File: config.mk
export PLATFORM = sky130hd
export DESIGN_NAME = slapfight_video
export DESIGN_NICKNAME = d
export VERILOG_FILES = /design/src/sf_video_pkg.sv /design/src/beam_timing.sv /design/src/layer_mixer.sv /design/src/scroll_adder.sv /design/src/slapfight_video.sv /design/src/video_regs.sv
export SDC_FILE = /design/constraint.sdc
export NUM_CORES = 2
export LEC_CHECK = 0
export ABC_AREA = 1
export ABC_CLOCK_PERIOD_IN_PS = 4400
export BUFFER_PORTS_ARGS = -buffer_cell sky130_fd_sc_hd__clkbuf_2
export CELL_PAD_IN_SITES_DETAIL_PLACEMENT = 0
export CELL_PAD_IN_SITES_GLOBAL_PLACEMENT = 2
export CORE_MARGIN = 1.5
export CORE_UTILIZATION = 28
export CTS_BUF_LIST = sky130_fd_sc_hd__clkbuf_4
export CTS_CLUSTER_SIZE = 24
export DETAILED_ROUTE_END_ITERATION = 10
export PLACE_DENSITY_LB_ADDON = 0.1
export SYNTH_ARGS = -nofsm -noshare
export SYNTH_HDL_FRONTEND = slang
export SYNTH_SLANG_ARGS = --single-unit
File: constraint.sdc
create_clock -name pixel_clk -period 4.4 [get_ports pixel_clk]
set_clock_uncertainty 0.05 [all_clocks]
set_input_delay 0.22 -clock pixel_clk [delete_from_list [all_inputs] [get_ports pixel_clk]]
set_output_delay 0.22 -clock pixel_clk [all_outputs]
set_load 0.005 [all_outputs]
File: src/sf_video_pkg.sv
`default_nettype none

package sf_video_pkg;

	//==========================================================================
	// video path types
	//==========================================================================

	// beam position, 9 bit horizontal and 8 bit vertical
	typedef struct packed {
		logic [8:0] h_pix;
		logic [7:0] v_pix;
	} beam_t;

	typedef struct packed {
		logic hsync;
		logic vsync;
		logic hblank;
		logic vblank;
	} video_ctl_t;

	// one colour index per layer
	typedef struct packed {
		logic [7:0] fg;   // foreground
		logic [7:0] sp;   // sprites
		logic [7:0] bg;   // background
	} layer_px_t;

	typedef struct packed {
		logic [3:0] red;
		logic [3:0] green;
		logic [3:0] blue;
	} rgb_t;

	typedef struct packed {
		logic [8:0] h_scroll;
		logic [7:0] v_scroll;
	} scroll_t;

	//==========================================================================
	// wishbone classic bus
	//==========================================================================

	typedef struct packed {
		logic        cyc;
		logic        stb;
		logic        we;
		logic [8:0]  adr;   // word address
		logic [15:0] dat;
	} wb_req_t;

	typedef struct packed {
		logic        ack;
		logic [15:0] dat;
	} wb_rsp_t;

	// register map
	typedef enum logic [8:0] {
		REG_HSCROLL_LO = 9'd0,
		REG_HSCROLL_HI = 9'd1,
		REG_VSCROLL    = 9'd2,
		REG_CONTROL    = 9'd3
	} reg_addr_e;

	localparam logic [8:0] PALETTE_BASE = 9'd256;   // 256 entries from here
	localparam int CTRL_FLIP_BIT = 0;

	typedef enum logic [1:0] {
		SEL_FG,
		SEL_SP,
		SEL_BG
	} layer_sel_e;

endpackage

`default_nettype wire

File: src/beam_timing.sv
`default_nettype none

module beam_timing #(
	parameter int H_TOTAL        = 384,
	parameter int H_ACTIVE_START = 14,
	parameter int H_ACTIVE_END   = 283,
	parameter int H_SYNC_START   = 300,
	parameter int H_SYNC_LEN     = 32,
	parameter int V_TOTAL        = 264,
	parameter int V_ACTIVE_START = 16,
	parameter int V_ACTIVE_END   = 240,
	parameter int V_SYNC_START   = 248,
	parameter int V_SYNC_LEN     = 8
) (
	input  wire logic                     pixel_clk,
	input  wire logic                     RESET_n,
	input  wire logic                     flip_i,
	output sf_video_pkg::beam_t           beam_o,
	output sf_video_pkg::video_ctl_t      video_o
);

	localparam logic [8:0] H_LAST = 9'(H_TOTAL - 1);
	localparam logic [8:0] V_LAST = 9'(V_TOTAL - 1);

	logic [8:0] h_cnt;
	logic [8:0] v_cnt;   // 264 lines need the ninth bit
	logic [8:0] h_nxt;
	logic [8:0] v_nxt;
	logic       h_wrap;
	sf_video_pkg::video_ctl_t ctl_nxt;

	//==========================================================================
	// counters
	//==========================================================================

	assign h_wrap = (h_cnt == H_LAST);
	assign h_nxt  = h_wrap ? 9'd0 : h_cnt + 9'd1;

	// vertical steps once per line
	always_comb begin
		v_nxt = v_cnt;
		if (h_wrap) begin
			v_nxt = (v_cnt == V_LAST) ? 9'd0 : v_cnt + 9'd1;
		end
	end

	// sync and blank decode on the next count so they line up with beam_o
	always_comb begin
		ctl_nxt.hblank = (h_nxt < H_ACTIVE_START) || (h_nxt >= H_ACTIVE_END);
		ctl_nxt.vblank = (v_nxt < V_ACTIVE_START) || (v_nxt >= V_ACTIVE_END);
		ctl_nxt.hsync  = (h_nxt >= H_SYNC_START) && (h_nxt < H_SYNC_START + H_SYNC_LEN);
		ctl_nxt.vsync  = (v_nxt >= V_SYNC_START) && (v_nxt < V_SYNC_START + V_SYNC_LEN);
	end

	always_ff @(posedge pixel_clk or negedge RESET_n) begin
		if (!RESET_n) begin
			h_cnt   <= '0;
			v_cnt   <= '0;
			beam_o  <= '0;
			video_o <= '{hsync: 1'b0, vsync: 1'b0, hblank: 1'b1, vblank: 1'b1};
		end else begin
			h_cnt   <= h_nxt;
			v_cnt   <= v_nxt;
			video_o <= ctl_nxt;
			// screen flip mirrors both axes
			beam_o.h_pix <= flip_i ? ~h_nxt : h_nxt;
			beam_o.v_pix <= flip_i ? ~v_nxt[7:0] : v_nxt[7:0];
		end
	end

	// count must never reach the line length, even after a parameter change
	a_h_bound: assert property (@(posedge pixel_clk) disable iff (!RESET_n)
		int'(h_cnt) < H_TOTAL)
		else $error("horizontal count %0d outside line of %0d", h_cnt, H_TOTAL);

endmodule

`default_nettype wire

File: src/layer_mixer.sv
`default_nettype none

module layer_mixer (
	input  wire logic                       pixel_clk,
	input  wire logic                       RESET_n,
	input  wire sf_video_pkg::layer_px_t    layer_px_i,
	input  wire sf_video_pkg::video_ctl_t   video_i,
	input  wire logic                       pal_we_i,
	input  wire logic [7:0]                 pal_idx_i,
	input  wire sf_video_pkg::rgb_t         pal_dat_i,
	output sf_video_pkg::rgb_t              rgb_o,
	output sf_video_pkg::video_ctl_t        video_o
);

	sf_video_pkg::layer_sel_e layer_sel;
	logic [7:0] win_idx;

	logic [7:0] idx_s1;
	sf_video_pkg::video_ctl_t video_s1;
	logic       blank_s1;

	sf_video_pkg::rgb_t pal_mem [256];

	//==========================================================================
	// stage 1 priority
	//==========================================================================

	// fg beats sprites beats bg, transparency is a zero low field
	always_comb begin
		if (|layer_px_i.fg[1:0]) begin
			layer_sel = sf_video_pkg::SEL_FG;
		end else if (|layer_px_i.sp[3:0]) begin
			layer_sel = sf_video_pkg::SEL_SP;
		end else begin
			layer_sel = sf_video_pkg::SEL_BG;
		end
	end

	always_comb begin
		case (layer_sel)
			sf_video_pkg::SEL_FG: win_idx = layer_px_i.fg;
			sf_video_pkg::SEL_SP: win_idx = layer_px_i.sp;
			default:              win_idx = layer_px_i.bg;
		endcase
	end

	always_ff @(posedge pixel_clk) begin
		idx_s1 <= win_idx;
	end

	always_ff @(posedge pixel_clk or negedge RESET_n) begin
		if (!RESET_n) begin
			video_s1 <= '{hsync: 1'b0, vsync: 1'b0, hblank: 1'b1, vblank: 1'b1};
		end else begin
			video_s1 <= video_i;   // keep sync with the colour
		end
	end

	//==========================================================================
	// stage 2 palette
	//==========================================================================

	always_ff @(posedge pixel_clk) begin
		if (pal_we_i) begin
			pal_mem[pal_idx_i] <= pal_dat_i;
		end
	end

	assign blank_s1 = video_s1.hblank | video_s1.vblank;

	always_ff @(posedge pixel_clk or negedge RESET_n) begin
		if (!RESET_n) begin
			rgb_o   <= '0;
			video_o <= '{hsync: 1'b0, vsync: 1'b0, hblank: 1'b1, vblank: 1'b1};
		end else begin
			rgb_o   <= blank_s1 ? '0 : pal_mem[idx_s1];
			video_o <= video_s1;
		end
	end

	a_blank_black: assert property (@(posedge pixel_clk) disable iff (!RESET_n)
		(video_o.hblank || video_o.vblank) |-> (rgb_o == '0))
		else $error("colour output during blanking");

endmodule

`default_nettype wire

File: src/scroll_adder.sv
`default_nettype none

module scroll_adder (
	input  wire logic                    pixel_clk,
	input  wire logic                    RESET_n,
	input  wire sf_video_pkg::beam_t     beam_i,
	input  wire sf_video_pkg::scroll_t   scroll_i,
	output sf_video_pkg::beam_t          bg_coord_o
);

	logic [8:0] h_sum;
	logic [7:0] v_sum;

	// 9 bit and 8 bit adders side by side, carry out of each is dropped
	// so the background wraps around its tilemap
	always_comb begin
		h_sum = beam_i.h_pix + scroll_i.h_scroll;
		v_sum = beam_i.v_pix + scroll_i.v_scroll;
	end

	always_ff @(posedge pixel_clk or negedge RESET_n) begin
		if (!RESET_n) begin
			bg_coord_o <= '0;
		end else begin
			bg_coord_o.h_pix <= h_sum;   // one cycle behind beam
			bg_coord_o.v_pix <= v_sum;
		end
	end

endmodule

`default_nettype wire

File: src/slapfight_video.sv
`default_nettype none

module slapfight_video #(
	parameter int H_TOTAL        = 384,
	parameter int H_ACTIVE_START = 14,
	parameter int H_ACTIVE_END   = 283,
	parameter int H_SYNC_START   = 300,
	parameter int H_SYNC_LEN     = 32,
	parameter int V_TOTAL        = 264,
	parameter int V_ACTIVE_START = 16,
	parameter int V_ACTIVE_END   = 240,
	parameter int V_SYNC_START   = 248,
	parameter int V_SYNC_LEN     = 8
) (
	input  wire logic                       pixel_clk,
	input  wire logic                       RESET_n,
	input  wire sf_video_pkg::wb_req_t      wb_req_i,
	output sf_video_pkg::wb_rsp_t           wb_rsp_o,
	input  wire sf_video_pkg::layer_px_t    layer_px_i,
	output sf_video_pkg::beam_t             beam_o,
	output sf_video_pkg::beam_t             bg_coord_o,
	output sf_video_pkg::rgb_t              rgb_o,
	output sf_video_pkg::video_ctl_t        video_o
);

	wire sf_video_pkg::scroll_t    scroll;
	wire sf_video_pkg::video_ctl_t beam_ctl;   // sync/blank ahead of the mixer
	wire sf_video_pkg::rgb_t       pal_dat;
	wire logic                     flip;
	wire logic                     pal_we;
	wire logic [7:0]               pal_idx;

	beam_timing #(
		.H_TOTAL        (H_TOTAL),
		.H_ACTIVE_START (H_ACTIVE_START),
		.H_ACTIVE_END   (H_ACTIVE_END),
		.H_SYNC_START   (H_SYNC_START),
		.H_SYNC_LEN     (H_SYNC_LEN),
		.V_TOTAL        (V_TOTAL),
		.V_ACTIVE_START (V_ACTIVE_START),
		.V_ACTIVE_END   (V_ACTIVE_END),
		.V_SYNC_START   (V_SYNC_START),
		.V_SYNC_LEN     (V_SYNC_LEN)
	) u_timing (
		.pixel_clk (pixel_clk),
		.RESET_n   (RESET_n),
		.flip_i    (flip),
		.beam_o    (beam_o),
		.video_o   (beam_ctl)
	);

	video_regs u_regs (
		.pixel_clk (pixel_clk),
		.RESET_n   (RESET_n),
		.wb_req_i  (wb_req_i),
		.wb_rsp_o  (wb_rsp_o),
		.scroll_o  (scroll),
		.flip_o    (flip),
		.pal_we_o  (pal_we),
		.pal_idx_o (pal_idx),
		.pal_dat_o (pal_dat)
	);

	scroll_adder u_scroll (
		.pixel_clk  (pixel_clk),
		.RESET_n    (RESET_n),
		.beam_i     (beam_o),
		.scroll_i   (scroll),
		.bg_coord_o (bg_coord_o)
	);

	layer_mixer u_mixer (
		.pixel_clk  (pixel_clk),
		.RESET_n    (RESET_n),
		.layer_px_i (layer_px_i),
		.video_i    (beam_ctl),
		.pal_we_i   (pal_we),
		.pal_idx_i  (pal_idx),
		.pal_dat_i  (pal_dat),
		.rgb_o      (rgb_o),
		.video_o    (video_o)
	);

endmodule

`default_nettype wire

File: src/video_regs.sv
`default_nettype none

module video_regs (
	input  wire logic                    pixel_clk,
	input  wire logic                    RESET_n,
	input  wire sf_video_pkg::wb_req_t   wb_req_i,
	output sf_video_pkg::wb_rsp_t        wb_rsp_o,
	output sf_video_pkg::scroll_t        scroll_o,
	output logic                         flip_o,
	output logic                         pal_we_o,
	output logic [7:0]                   pal_idx_o,
	output sf_video_pkg::rgb_t           pal_dat_o
);

	logic        req_pend;
	logic        accept;    // first cycle of a pending request
	logic        pal_hit;
	logic [8:0]  pal_off;
	logic [15:0] rd_mux;
	sf_video_pkg::reg_addr_e reg_sel;

	logic        ack_q;
	logic [15:0] rd_dat_q;
	logic [8:0]  h_scroll_q;
	logic [7:0]  v_scroll_q;
	logic [7:0]  ctrl_q;

	//==========================================================================
	// address decode
	//==========================================================================

	assign req_pend = wb_req_i.cyc & wb_req_i.stb;
	assign accept   = req_pend & ~ack_q;   // master still holds it during ack
	assign pal_hit  = (wb_req_i.adr >= sf_video_pkg::PALETTE_BASE);
	assign pal_off  = wb_req_i.adr - sf_video_pkg::PALETTE_BASE;
	assign reg_sel  = sf_video_pkg::reg_addr_e'(wb_req_i.adr);

	// readback, palette is write only
	always_comb begin
		rd_mux = '0;
		if (!pal_hit) begin
			case (reg_sel)
				sf_video_pkg::REG_HSCROLL_LO: rd_mux = {8'd0, h_scroll_q[7:0]};
				sf_video_pkg::REG_HSCROLL_HI: rd_mux = {15'd0, h_scroll_q[8]};
				sf_video_pkg::REG_VSCROLL:    rd_mux = {8'd0, v_scroll_q};
				sf_video_pkg::REG_CONTROL:    rd_mux = {8'd0, ctrl_q};
				default:                      rd_mux = '0;
			endcase
		end
	end

	always_ff @(posedge pixel_clk or negedge RESET_n) begin
		if (!RESET_n) begin
			ack_q      <= 1'b0;
			pal_we_o   <= 1'b0;
			h_scroll_q <= '0;
			v_scroll_q <= '0;
			ctrl_q     <= '0;
		end else begin
			ack_q    <= accept;
			pal_we_o <= accept & wb_req_i.we & pal_hit;   // single cycle strobe
			if (accept && wb_req_i.we && !pal_hit) begin
				case (reg_sel)
					sf_video_pkg::REG_HSCROLL_LO: h_scroll_q[7:0] <= wb_req_i.dat[7:0];
					sf_video_pkg::REG_HSCROLL_HI: h_scroll_q[8]   <= wb_req_i.dat[0];
					sf_video_pkg::REG_VSCROLL:    v_scroll_q      <= wb_req_i.dat[7:0];
					sf_video_pkg::REG_CONTROL:    ctrl_q          <= wb_req_i.dat[7:0];
					default: ;
				endcase
			end
		end
	end

	// read data and palette payload
	always_ff @(posedge pixel_clk) begin
		if (accept) begin
			rd_dat_q <= rd_mux;
		end
		if (accept && wb_req_i.we && pal_hit) begin
			pal_idx_o <= pal_off[7:0];
			pal_dat_o <= sf_video_pkg::rgb_t'(wb_req_i.dat[11:0]);
		end
	end

	assign wb_rsp_o = '{ack: ack_q, dat: rd_dat_q};
	assign scroll_o = '{h_scroll: h_scroll_q, v_scroll: v_scroll_q};
	assign flip_o   = ctrl_q[sf_video_pkg::CTRL_FLIP_BIT];

	a_ack_single: assert property (@(posedge pixel_clk) disable iff (!RESET_n)
		ack_q |=> !ack_q)
		else $error("ack held for more than one cycle");

	a_ack_req: assert property (@(posedge pixel_clk) disable iff (!RESET_n)
		ack_q |-> $past(wb_req_i.cyc && wb_req_i.stb))
		else $error("ack without a pending request");

endmodule

`default_nettype wire
; Word-level counts from Yosys, hierarchy flattened
; Memory sizes are Yosys's and may differ from the RTL's. A register that Yosys moved wholly into a read port is not among the register bits.
; Index checks and enable logic that the tools add are counted.
[classes]
n_eq_ne = 6
n_bitwise = 8
multipliers = 0
div = 0
n_mux = 12
n_reduce_logical = 16
add_sub_neg = 5
order_cmp = 9
n_shift = 0
[op_table]
columns = op, count
row1 = 9-bit two-way mux, 4
row2 = 8-bit one-hot mux with 4 select lines, 1
row3 = 9-bit greater-or-equal comparator (second input constant), 3
row4 = 9-bit by 1-bit adder with 9-bit output (second input constant), 2
row5 = 9-bit by 2-bit == test with 1-bit output (second input constant), 2
row6 = 9-bit == test (second input constant), 2
row7 = 9-bit by 8-bit greater-or-equal comparator with 1-bit output (second input constant), 2
row8 = 9-bit less-than comparator (second input constant), 2
row9 = 8-bit one-hot mux with 2 select lines, 1
row10 = 12-bit two-way mux, 1
row11 = 9-bit adder, 1
row12 = 9-bit by 1-bit == test with 1-bit output (second input constant), 1
row13 = 9-bit logical NOT, 1
row14 = 9-bit by 4-bit less-than comparator with 1-bit output (second input constant), 1
row15 = 9-bit by 5-bit less-than comparator with 1-bit output (second input constant), 1
row16 = 9-bit NOT, 1
row17 = 8-bit adder, 1
row18 = 8-bit two-way mux, 1
row19 = 8-bit NOT, 1
row20 = 2-bit AND reduction, 4
row21 = 8-bit by 1-bit subtractor with 8-bit output (second input constant), 1
row22 = 1-bit logical AND, 5
row23 = 1-bit bitwise AND, 4
row24 = 2-bit two-way mux, 2
row25 = other kinds (9), 11
[word_totals]
romBits = 0
ram_bits = 3072
latch_bits = 0
out_inout_bits = 67
word_cells = 89
ff_bits = 139
memories = 1
in_bits = 54
[memory_table]
columns = memory, words, word_bits, read_ports, rd_clocked_by_memory_dff, wr, line_no
row1 = u_mixer.pal_mem, 256, 12, 1, 1, 1, layer_mixer.sv:22  ; sf_video_pkg::rgb_t pal_mem [256];

; Logic depth before layout (Yosys ltp)
[depth]
ltp_word = 5
ltp_mapped = 15
depth_no_buf = 12

; Hierarchy
; From an unflattened synthesis, not the netlist that was laid out.
[unflattened]
hier_cells = 10967
area_unflattened_um2 = 131050.7
[by_module_without_submodules]
columns = module, area_per_inst_um2, instances, seq_area_each_um2, cells_per_inst
row1 = layer_mixer, 125494.1, 1, 92914.1, 10387
row2 = video_regs, 2352.3, 1, 1516.5, 193
row3 = beam_timing, 2005.7, 1, 978.4, 238
row4 = scroll_adder, 1198.6, 1, 425.4, 149

; Worst setup path after synthesis
; OpenSTA, ideal clock, no wires.
[synth_timing]
path_kind = flip-flop to flip-flop
start = register u_regs.pal_dat_o[0] in the netlist's numbering
end = memory u_mixer.pal_mem[0][0] in the netlist's numbering, data pin
slack_ns = 0.304
t_required_ns = 3.533
arrival_ns = 3.228
n_path_buf = 0
period_less_slack_ns = 4.096
setup_time_ns = 0.817
stages_incl_launch_ff = 1
cell_sequence = edfxtp_1
[synth_rtl]
columns = element, line_no
row1 = from (decl), video_regs.sv:12  ; output sf_video_pkg::rgb_t pal_dat_o
row2 = from (signal assigned), video_regs.sv:81  ; pal_dat_o <= sf_video_pkg::rgb_t'(wb_req_i.dat[11:0]);
row3 = to (decl), layer_mixer.sv:22
; Straight into the memory's write port.

; Worst setup path in the final report
[layout_timing]
start = register u_regs.ack_q
end = register u_regs.h_scroll_q[7]
[layout_via]
elab_chain_cells = 5
[layout_rtl]
columns = element, line_no
row1 = from (decl), video_regs.sv:22  ; logic ack_q;
row2 = from (signal assigned), video_regs.sv:60  ; ack_q <= accept;
row3 = 1-bit NOT, video_regs.sv:33  ; assign accept = req_pend & ~ack_q;
row4 = 1-bit bitwise AND, video_regs.sv:33
row5 = named net u_regs.accept, video_regs.sv:16  ; logic accept;
row6 = 1-bit logical AND (2 in series), video_regs.sv:62  ; if (accept && wb_req_i.we && !pal_hit) begin
row7 = 2-bit AND reduction (no source line), n/a
row8 = to (signal assigned), video_regs.sv:64  ; sf_video_pkg::REG_HSCROLL_LO: h_scroll_q[7:0] <= wb_req_i.dat[7:0];
row9 = to (decl), video_regs.sv:24  ; logic [8:0] h_scroll_q;
; The timed path passes the listed nets, and every way through them passes these cells.
; A chain may end at the register's enable or synchronous reset.

==> impl_metrics.toml <==
[clocking]
cts_buffers = 905
cts.sinks = 3211
post_cts_resized = 0
cts_tree = "yes"
clkLatencyLatePin_ps = 1700
clockBufferDepth = 4
root_buffer = "clkbuf_4"
htreeDepth = 6
clkTransAtPathRegs_ps = 70

[layout]
n_fill_cell = 46800
drive_gt1_share_pct = 17.6
nets = 12000
design_area_um2 = 154000
syn_to_final_growth_pct = 17.9

[global_routing]
grt_pass1_wl_um = 655000
gr-total-overflow = 0
antenna_found_initial = 28
gr-usage-all-layers_pct = 19.2
grt_pass1_vias = 88100
grt_max_degree = 153

[floorplanning]
io_pins = 121
core.rowCount = 250
die_area_um2 = 470000
core_region_area_um2 = 464000
dieWidth_um = 685
start_util_pct = 28.1
die_h_um = 685

[pwr]
leakage_nw = 55.4
p_per_area_nw_per_um2 = 432
ir_drop_mv = 0.238

[routing]
wl_per_cell_um = 24.6
postRouteAntennaNets = 0
firstDrtPassIters = 6
routed_wirelength_um = 464000
drcViolationCount = 0
drt-vias-per-instance = 4.68
vias = 88100
drtIter0Drc = 6474

[logic_synthesis]
syn_avg_cell_area_um2 = 12.0
ys_warn_count = 0
synth_top_area_share_pct = 71.4
yosys_most_used_dff = "edfxtp_1"
synth-seq-area-share_pct = 73.5
syn_inst = 10800
synth_area_leaders = "edfxtp_1 (71%), nand3_1 (11%), nand2_1 (9.2%)"
synthTopCellsByCount = "nand2_1 (3200), edfxtp_1 (3100), nand3_1 (2931)"
synth_cell_types = 48
netlist_area_um2 = 130000
async_flop_share_pct = 3.21
synth_most_common_cell = "nand2_1"
synth-edff-count = 3100
synth_seq_cells = 3211
yosysTopAreaCell = "edfxtp_1"

[placement]
placed_area_um2 = 140000
hpwl_um = 273000
gp_congestion = 0.797
numPortBuffers = 108

[sta]
slew_violations = 0
fmax_mhz = 257
fin_tns_setup_ps = 0
min_period_ps = 3890
setup_viol = 0
tightest_slew_ps = 1310
hold_violations = 0
rsz0062_at_grt = "no"
slew_headroom_pct = 12.9
fin_crit_sh_pct = 88.4

[critical_path]
end_kind = "flip-flop"
crit_type = "reg2reg"
crit_arrival_ps = 5410
cp_max_fo = 16
crit_required_ps = 5920
start_kind = "flip-flop"

[flow_run]
drv_cap = 0

[worst_hold_path]
hp-class = "reg2reg"

[status]
status = "finished, final reports clean"
cell families after synthesis:
group	after synthesis	synth area share, %
AND/OR/NAND/NOR	6577	21.8
flip-flops	3211	73.5
XOR/XNOR	39	0.262
AO/OA/AOI/OAI	158	0.663
other	1	0.00288
adder cells (fa/ha/maj)	19	0.194
buffers and inverters	833	3.53
layout by cell type (no fill, tap or decap), types with 16 or more instances in the layout:
master,count
o21ai_0,76
ha_1,17
buf_12,86
inv_1,97
dlygate4sd3_1,148
clkbuf_4,1370
nor2_1,422
nand2_1,3184
a21oi_1,35
dfrtp_1,97
nand2_2,16
o22ai_1,24
xor2_1,35
nand3_1,2931
clkinv_2,21
clkbuf_2,107
buf_4,539
edfxtp_1,3100
clkinv_1,198
critical path, cell delays in order, from the launching register on:
cell and delay, ps:
dfrtp_1 390, nor2_1 110, buf_4 120, nand2_1 50
dlygate4sd3_1 540, dlygate4sd3_1 590, inv_1 110, dlygate4sd3_1 640
nand2_1 390, nand2_1 150, o21ai_1 70, dlygate4sd3_1 570
final timing paths:
kind	startpoint	end	slack [ps]	depth (start not counted)
worst min register to register	u_timing.video_o[3]	u_mixer.video_s1[3]	290	0
max in group asynchronous	RESET_n	u_mixer.rgb_o[9]	2670	7
min in group asynchronous	RESET_n	u_regs.h_scroll_q[1]	760	6
worst max-delay path	u_regs.ack_q	u_regs.h_scroll_q[7]	510	11
worst min-delay path	u_timing.video_o[3]	u_mixer.video_s1[3]	290	0
worst max register to register	u_regs.ack_q	u_regs.h_scroll_q[7]	510	11
stage by stage:
step           cells  hold WS (ps)  setup slack (ps)  utilization [%]  total power, mW
2_1_floorplan  10800          -126               304                -             36.6
3_3_place_gp   17000           206               476             30.3             38.9
3_5_place_dp   17000           220               559             30.3             38.9
4_1_cts        18800          10.6              29.4             33.2             67.7
5_1_grt        18800           121               253             33.2             69.5
6_report       18800           293               512             33.2             66.4
power breakdown:
group | total, mW | switching (mW) | leakage, nW | internal, mW
combinational | 4.98 | 3.61 | 19.1 | 1.37
sequential | 33.2 | 0.0741 | 29.3 | 33.2
clock | 28.2 | 13.1 | 7.04 | 15.0
total | 66.4 | 16.8 | 55.4 | 49.5
layout make-up:
class	instances	area, µm²	area share (%)
Inverter	106	449	0.292
Clock buffer	1370	10300	6.69
Tap cell	6174	7720	5.03
Clock inverter	273	1580	1.03
Sequential cell	3211	95900	62.4
Timing Repair Buffer	881	7810	5.08
Multi-Input combinational cell	6801	30000	19.5
Antenna cell	15	37.5	0.0244
registers in the layout (all words and copies together) (netlist names), 9 cells and up, named ones only:
register	flops
u_timing.beam_o	17
u_mixer.pal_mem	3072
u_regs.h_scroll_q	9
u_timing.h_cnt	9
u_timing.v_cnt	9
u_scroll.bg_coord_o	17
u_regs.pal_dat_o	12
u_mixer.rgb_o	12
routing by layer:
| metal | up-vias | part of all wire [%] | track usage [%] |
|---|---|---|---|
| met5 | - | 0 | 0 |
| li1 | 41300 | - | - |
| met1 | 44000 | 46 | 26.2 |
| met4 | 0 | 2.4 | 5.26 |
| met3 | 678 | 4.5 | 3.05 |
| met2 | 2169 | 48 | 31.8 |
timing repair:
action	4_1_cts	5_1_grt
setup buffers	0	0
setup endpoints to repair	0	1
hold buffers	150	0
hold endpoints to repair	194	0
Power figures use the tool's default switching activity.
